**src/source/mem_merge_pkg.sv**
```systemverilog
package mem_merge_pkg;

   // phrase is the unit of every transfer and of memory storage
   localparam int PHRASE_W = 128;

   // command field widths, matching the channel-update layout
   localparam int ADDR_W = 27;
   localparam int LEN_W  = 27;

   typedef logic [PHRASE_W-1:0] phrase_t;

   // channel-update command
   // sits in the low 55 bits of a phrase marked by tuser
   typedef struct packed {
      logic [ADDR_W-1:0] addr;
      logic [LEN_W-1:0]  stream_length;
      logic              wen;
   } channel_update_t;

   // one memory request as issued by a lane
   // data is only meaningful when wen is set
   typedef struct packed {
      logic [ADDR_W-1:0] addr;
      logic              wen;
      phrase_t           data;
   } mem_req_t;

endpackage

```
**src/source/channel_lane.sv**
```systemverilog
`timescale 1ns/1ps

module channel_lane import mem_merge_pkg::*; (
   input  logic     sys_clk,
   input  logic     sys_rst,
   input  logic     ph_valid_i,
   input  phrase_t  ph_data_i,
   input  logic     ph_tuser_i,
   output logic     ph_ready_o,
   output logic     req_valid_o,
   output mem_req_t req_o,
   input  logic     grant_i
);

   typedef enum logic [1:0] {
      ST_IDLE,
      ST_WRITE,
      ST_READ
   } lane_state_t;

   lane_state_t       state_q;
   logic [ADDR_W-1:0] cur_addr_q;
   logic [LEN_W-1:0]  remaining_q;
   logic              req_valid_q;
   mem_req_t          req_q;

   channel_update_t   cmd;
   logic              accept;
   logic              cmd_take;
   logic              last_req;

   assign cmd      = ph_data_i[$bits(channel_update_t)-1:0];
   assign accept   = ph_valid_i && ph_ready_o;
   // zero-length commands are swallowed in idle
   assign cmd_take = (state_q == ST_IDLE) && accept && ph_tuser_i
                     && (cmd.stream_length != '0);
   assign last_req = (remaining_q == LEN_W'(1));

   // idle takes anything, write waits for an empty slot, read takes nothing
   always_comb begin
      case (state_q)
         ST_IDLE:  ph_ready_o = 1'b1;
         ST_WRITE: ph_ready_o = !req_valid_q;
         default:  ph_ready_o = 1'b0;
      endcase
   end

   always_ff @(posedge sys_clk) begin
      if (sys_rst) begin
         state_q     <= ST_IDLE;
         req_valid_q <= 1'b0;
         cur_addr_q  <= '0;
         remaining_q <= '0;
      end else begin
         if (cmd_take) begin
            cur_addr_q  <= cmd.addr;
            remaining_q <= cmd.stream_length;
         end else if (grant_i) begin
            cur_addr_q  <= cur_addr_q + ADDR_W'(1);
            remaining_q <= remaining_q - LEN_W'(1);
         end

         case (state_q)
            ST_IDLE: begin
               if (cmd_take && cmd.wen) begin
                  state_q <= ST_WRITE;
               end else if (cmd_take) begin
                  // first read request shows up on the next cycle
                  state_q     <= ST_READ;
                  req_valid_q <= 1'b1;
               end
            end
            ST_WRITE: begin
               // tuser is ignored here, every phrase is data
               if (accept) begin
                  req_valid_q <= 1'b1;
               end else if (grant_i) begin
                  req_valid_q <= 1'b0;
                  if (last_req) begin
                     state_q <= ST_IDLE;
                  end
               end
            end
            default: begin
               if (grant_i && last_req) begin
                  req_valid_q <= 1'b0;
                  state_q     <= ST_IDLE;
               end
            end
         endcase
      end
   end

   // request slot
   always_ff @(posedge sys_clk) begin
      if (cmd_take && !cmd.wen) begin
         req_q.addr <= cmd.addr;
         req_q.wen  <= 1'b0;
      end else if (state_q == ST_WRITE && accept) begin
         req_q.addr <= cur_addr_q;
         req_q.wen  <= 1'b1;
         req_q.data <= ph_data_i;
      end else if (state_q == ST_READ && grant_i) begin
         // next read address, valid stays up
         req_q.addr <= cur_addr_q + ADDR_W'(1);
      end
   end

   assign req_valid_o = req_valid_q;
   assign req_o       = req_q;

   // the arbiter may only grant a pending request
   grant_has_req_a : assert property (
      @(posedge sys_clk) disable iff (sys_rst)
      grant_i |-> req_valid_o
   );

endmodule

```
**config.mk**
```make
export PLATFORM = sky130hd
export DESIGN_NAME = channel_lane
export DESIGN_NICKNAME = d
export VERILOG_FILES = /design/src/source/mem_merge_pkg.sv /design/src/source/channel_lane.sv
export SDC_FILE = /design/constraint.sdc
export NUM_CORES = 1
export LEC_CHECK = 0
export BUFFER_PORTS_ARGS = -buffer_cell sky130_fd_sc_hd__clkbuf_2
export CAP_MARGIN = 20
export CORE_MARGIN = 8
export CORE_UTILIZATION = 40
export CTS_CLUSTER_DIAMETER = 120
export CTS_CLUSTER_SIZE = 10
export DETAILED_ROUTE_END_ITERATION = 10
export GPL_ROUTABILITY_DRIVEN = 0
export PLACE_DENSITY_LB_ADDON = 0.25
export SYNTH_ARGS = -nofsm -noshare
export SYNTH_HDL_FRONTEND = slang
export SYNTH_SLANG_ARGS = --single-unit
export TNS_END_PERCENT = 100
```
**constraint.sdc**
```tcl
create_clock -name sys_clk -period 7 [get_ports sys_clk]
set_input_delay 1.4 -clock sys_clk [delete_from_list [all_inputs] [get_ports sys_clk]]
set_output_delay 1.4 -clock sys_clk [all_outputs]
set_load 0.02 [all_outputs]
```
; Word-level counts from Yosys, hierarchy flattened
; Index checks and enable logic that the tools add are counted.
[totals]
output_inout_bits = 158
elab_cells = 61
in_bits = 133
register_bits = 213
[op_classes]
addsub = 2
n_mux = 22
n_reduce_logical = 19
bitwise_logic = 1
n_eq_ne = 10
[ops]
columns = cell, n
row1 = $mux 27, 6
row2 = $mux 129, 1
row3 = $mux 28, 1
row4 = $add 27x1->27 const B, 1
row5 = $eq 27x1->1 const B, 1
row6 = $reduce_bool 27->1, 1
row7 = $sub 27x1->27 const B, 1
row8 = $mux 2, 6
row9 = $ne 2x2->1 const B, 5
row10 = $logic_and 1x1->1, 9
row11 = $reduce_bool 3->1, 2
row12 = $mux 1, 5
row13 = $reduce_and 5->1, 1
row14 = $pmux 1 s2, 2
row15 = $pmux 2 s2, 1
row16 = $reduce_and 4->1, 1
row17 = $ne 3x2->1 const B, 1
row18 = $ne 3x3->1 const B, 1
row19 = $eq 2x1->1 const B, 1
row20 = $eq 2x2->1 const B, 1
row21 = $logic_not 1->1, 2
row22 = $logic_not 2->1, 1
row23 = $reduce_and 2->1, 1
row24 = $reduce_bool 2->1, 1
row25 = $not 1->1, 1

; Logic depth before layout (Yosys ltp)
[depth]
word_depth = 9
ltp_mapped = 9
mapped_depth_nobuf = 7

; Worst setup path after synthesis
; Ideal clock, no wire load.
[synth_timing]
kind = input-to-reg
start = input ph_valid_i
end = register req_q, in the netlist req_o[147] (data pin)
path_buffers = 2
cell_stages = 6
t_required_ns = 6.834
setup_time_ns = 0.166
arrival_ns = 6.108
slack_ns = 0.726
cell_sequence = nand4_1 > inv_1 > clkbuf_1 > clkbuf_1 > a22oi_1 > nand3_1
[synth_between]
elab_chain_len = 6
word_cells_on_any_way = 8
classes_between = mux (2) / reduce/logical (6)
[synth_lines]
columns = element, line_no
row1 = start: declaration, channel_lane.sv:6  ; input logic ph_valid_i,
row2 = $logic_and 1x1->1 (*), channel_lane.sv:33  ; assign accept = ph_valid_i && ph_ready_o;
row3 = $logic_and 1x1->1 (2 in a row), channel_lane.sv:35  ; assign cmd_take = (state_q == ST_IDLE) && accept && ph_tuser_i
row4 = $logic_and 1x1->1, channel_lane.sv:36  ; && (cmd.stream_length != '0);
row5 = $logic_and 1x1->1, channel_lane.sv:96  ; if (cmd_take && !cmd.wen) begin
row6 = $mux 28 (*), channel_lane.sv:96
row7 = end: declaration, channel_lane.sv:25  ; mem_req_t req_q;
; Every way passes the cells marked *; elsewhere a longest branch is shown, timed or not.
; A chain may end at the register's enable or synchronous reset.

; Worst setup path after layout
; Ends and elaborated chain as after synthesis.

==> out/results.tsv <==
stage	metric	value	unit
routing	route.met3.wl	2.02	mm
synthesis	synthAdderAreaFrac	0.424	%
worst_setup_path	crit_path_end_kind	flip-flop	
timing	finalClockSkew	0.0197	ns
finish	regArea	5820	um2
worst_setup_path	startpoint_type	input pin	
grt	antenna_found_initial	0	
synthesis	synth_top_area_cell	edfxtp_1	
routing	route.met2.wl	11.8	mm
place	dp_hpwl	17.9	mm
cts	clock_sinks	213	
timing	layout_min_cycle_time	3.64	ns
finish	final_cell_mix	clkbuf_2 (290), edfxtp_1 (155), nor2_1 (72)	
worst_setup_path	cp.arrival	3.90	ns
finish	final_util	51.5	%
worst_setup_path	path_max_fanout	124	
synthesis	synth_fp_nets	842	
cts	postCtsHoldBufs	0	
timing	max_clock_freq	275	MHz
routing	drtAntennaViolNets	0	
pwr	p_leak	4.29	nW
routing	drt-wirelength-per-cell	19.7	um
routing	drtIter0Drc	453	
finish	drive_gt1_share	34.5	%
routing	m1WireLength	11.0	mm
synthesis	synth_top_family_by_area	simple AND/OR/NAND/NOR gates	
floorplanning	die_area	27200	um2
finish	layout_commonest_cell	clkbuf_2	
floorplanning	die_y	165	um
timing	hold_viol	0	
synthesis	async_flop_share	0	%
synthesis	synth_compound_area_share	8.83	%
synthesis	yosysWarnings	0	
job	maxCapViolCount	0	
synthesis	syn_inst	706	
grt	grt_max_degree	125	
synthesis	netlist-cell-type-count	61	
synthesis	netlist_area	8850	um2
routing	drt_wl_total	25.2	mm
grt	grt_pass1_wl	37.7	mm
synthesis	synth.avg_cell_area	12.5	um2
synthesis	synth-simple-area-share	17.2	%
routing	vias	6725	
cts	cts-htree-levels	1	
routing	viasPerCell	5.27	
hold_path	hp-class	flip-flop to flip-flop	
finish	fillers	1944	
worst_setup_path	rrSetupSlack	3.79	ns
place	portBuffers	290	
outcome	status	completed	
finish	num_antenna_cells	0	
floorplanning	std_cell_rows	54	
finish	nNetsFinal	1112	
synthesis	synthFlopType	edfxtp_1	
floorplanning	ios	291	
worst_setup_path	crit_type	input pin to flip-flop	
cts	cts_root_buf	clkbuf_16	
grt	grt-ovfl-total	0	
timing	period_share	52.0	%
synthesis	ys_seq_elements	213	
timing	maxSlewHeadroom	29.6	%
cts	insertion_delay	0.52	ns
pwr	powerDensity	262	nW/um2
synthesis	synth_top_area_share	52.6	%
cts	cts_tree	done	
finish	syn2layout_area_growth	26.6	%
grt	track_usage	17.6	%
synthesis	synthMuxAreaShare	0.226	%
cts	ctsResizeCount	0	
synthesis	synth_xor_area_share	4.65	%
cts	clk_path_buf_depth	3	
floorplanning	die_x	165	um
timing	slew_viol_final	0	
timing	finalSetupTns	0	ns
timing	rsz0062_at_grt	false	
worst_setup_path	required	7.26	ns
cts	cts_post_setup_buffers_inserted	0	
cts	path_clk_slew	0.06	ns
routing	drc_errors	0	
routing	firstDrtPassIters	5	
timing	setup_viol	0	
synthesis	ys_top_cells_by_area	edfxtp_1 (53%), dfxtp_1 (13%), a211oi_1 (4.0%)	
pwr	vdd_drop_max	0.168	mV
floorplanning	start_util	40.7	%
cts	cts_buffers	25	
grt	grt_pass1_vias	6534	
synthesis	synth-edff-count	155	
routing	routed.top_layer	met4	
floorplanning	coreArea	21800	um2
synthesis	yosysSeqAreaShare	65.7	%
finish	multiInputGateArea	2810	um2
timing	tightestPinTransition	1.06	ns
==> flip-flops by register name (all words and copies together), names as in the netlist <==
name / cells
req_valid_o: 1
state_q: 2
cur_addr_q: 27
req_o: 156
remaining_q: 27
==> power by group <==
group / leakage [nW] / internal [W] / total, W / switching (W)
Sequential: 1.89 / 0.00142 / 0.00147 / 0.0000543
Combinational: 2.06 / 0.000116 / 0.000299 / 0.000183
Clock: 0.340 / 0.000671 / 0.00116 / 0.000489
==> path summary, 6_finish.rpt <==
check | start | to | depth (start not counted)
max reg2reg | state_q[0] | req_o[147] | 5
max | ph_valid_i | req_o[147] | 6
min | req_o[128] | req_o[128] | 2
min reg2reg | req_o[128] | req_o[128] | 2
==> synth_stat cells, types with 3 or more instances <==
cell and instances:
ha_1 3, nor4b_1 3, nand2_1 34, dfxtp_1 58, buf_2 21, nand3_1 69, nor4_2 3, a211oi_1 47
a211oi_2 3, edfxtp_1 155, nor2_1 72, and2_1 4, nor3_1 7, or4_1 20, o41ai_1 3, o21ai_0 4
a21oi_1 6, and3_1 6, o211ai_1 4, a22oi_1 19, clkbuf_1 24, nor4_1 13, xnor2_1 23, inv_1 7
xor2_1 24, buf_1 4, nand4_1 23
==> stage by stage <==
stage          instances  total power, W  hold WS, ns  cell area [um2]  setup WS (ns)
2_1_floorplan        706         0.00168        0.466             8850          0.726
3_3_place_gp        1229         0.00180        0.439            10500           2.86
3_5_place_dp        1229         0.00180        0.441            10500           2.84
4_1_cts             1275         0.00297        0.452            11200           3.39
5_1_grt             1275         0.00306        0.486            11200           3.13
6_report            1275         0.00293        0.447            11200           3.36
==> cell families after synthesis <==
family,count (synthesis)
xor+xnor,47
fa+ha+maj,3
simple gates,277
flops,213
mux,2
compound gates,104
buf+inv,60
==> per-layer routing <==
metal  vias to the layer above  global-route usage (%)
met5                         -                       0
met4                         0                    4.59
met3                        28                    3.76
met2                       234                    29.1
met1                      3206                    23.2
li1                       3257                       -
==> critical path, stage by stage <==
cell	delay, ns
clkbuf_2	0.10
nand4_1	0.41
inv_6	0.91
buf_4	0.69
or4_1	0.22
nand3_1	0.07
==> cell type report <==
cell class,instances,share of cell area [%]
inverters,8,0.313
multi-input cells,433,25.0
flip-flops and latches,213,51.9
clock buffers,44,6.22
clock inverters,2,0.156
well taps,280,3.13
repair buffers,295,13.3
Power figures use the tool's default switching activity.
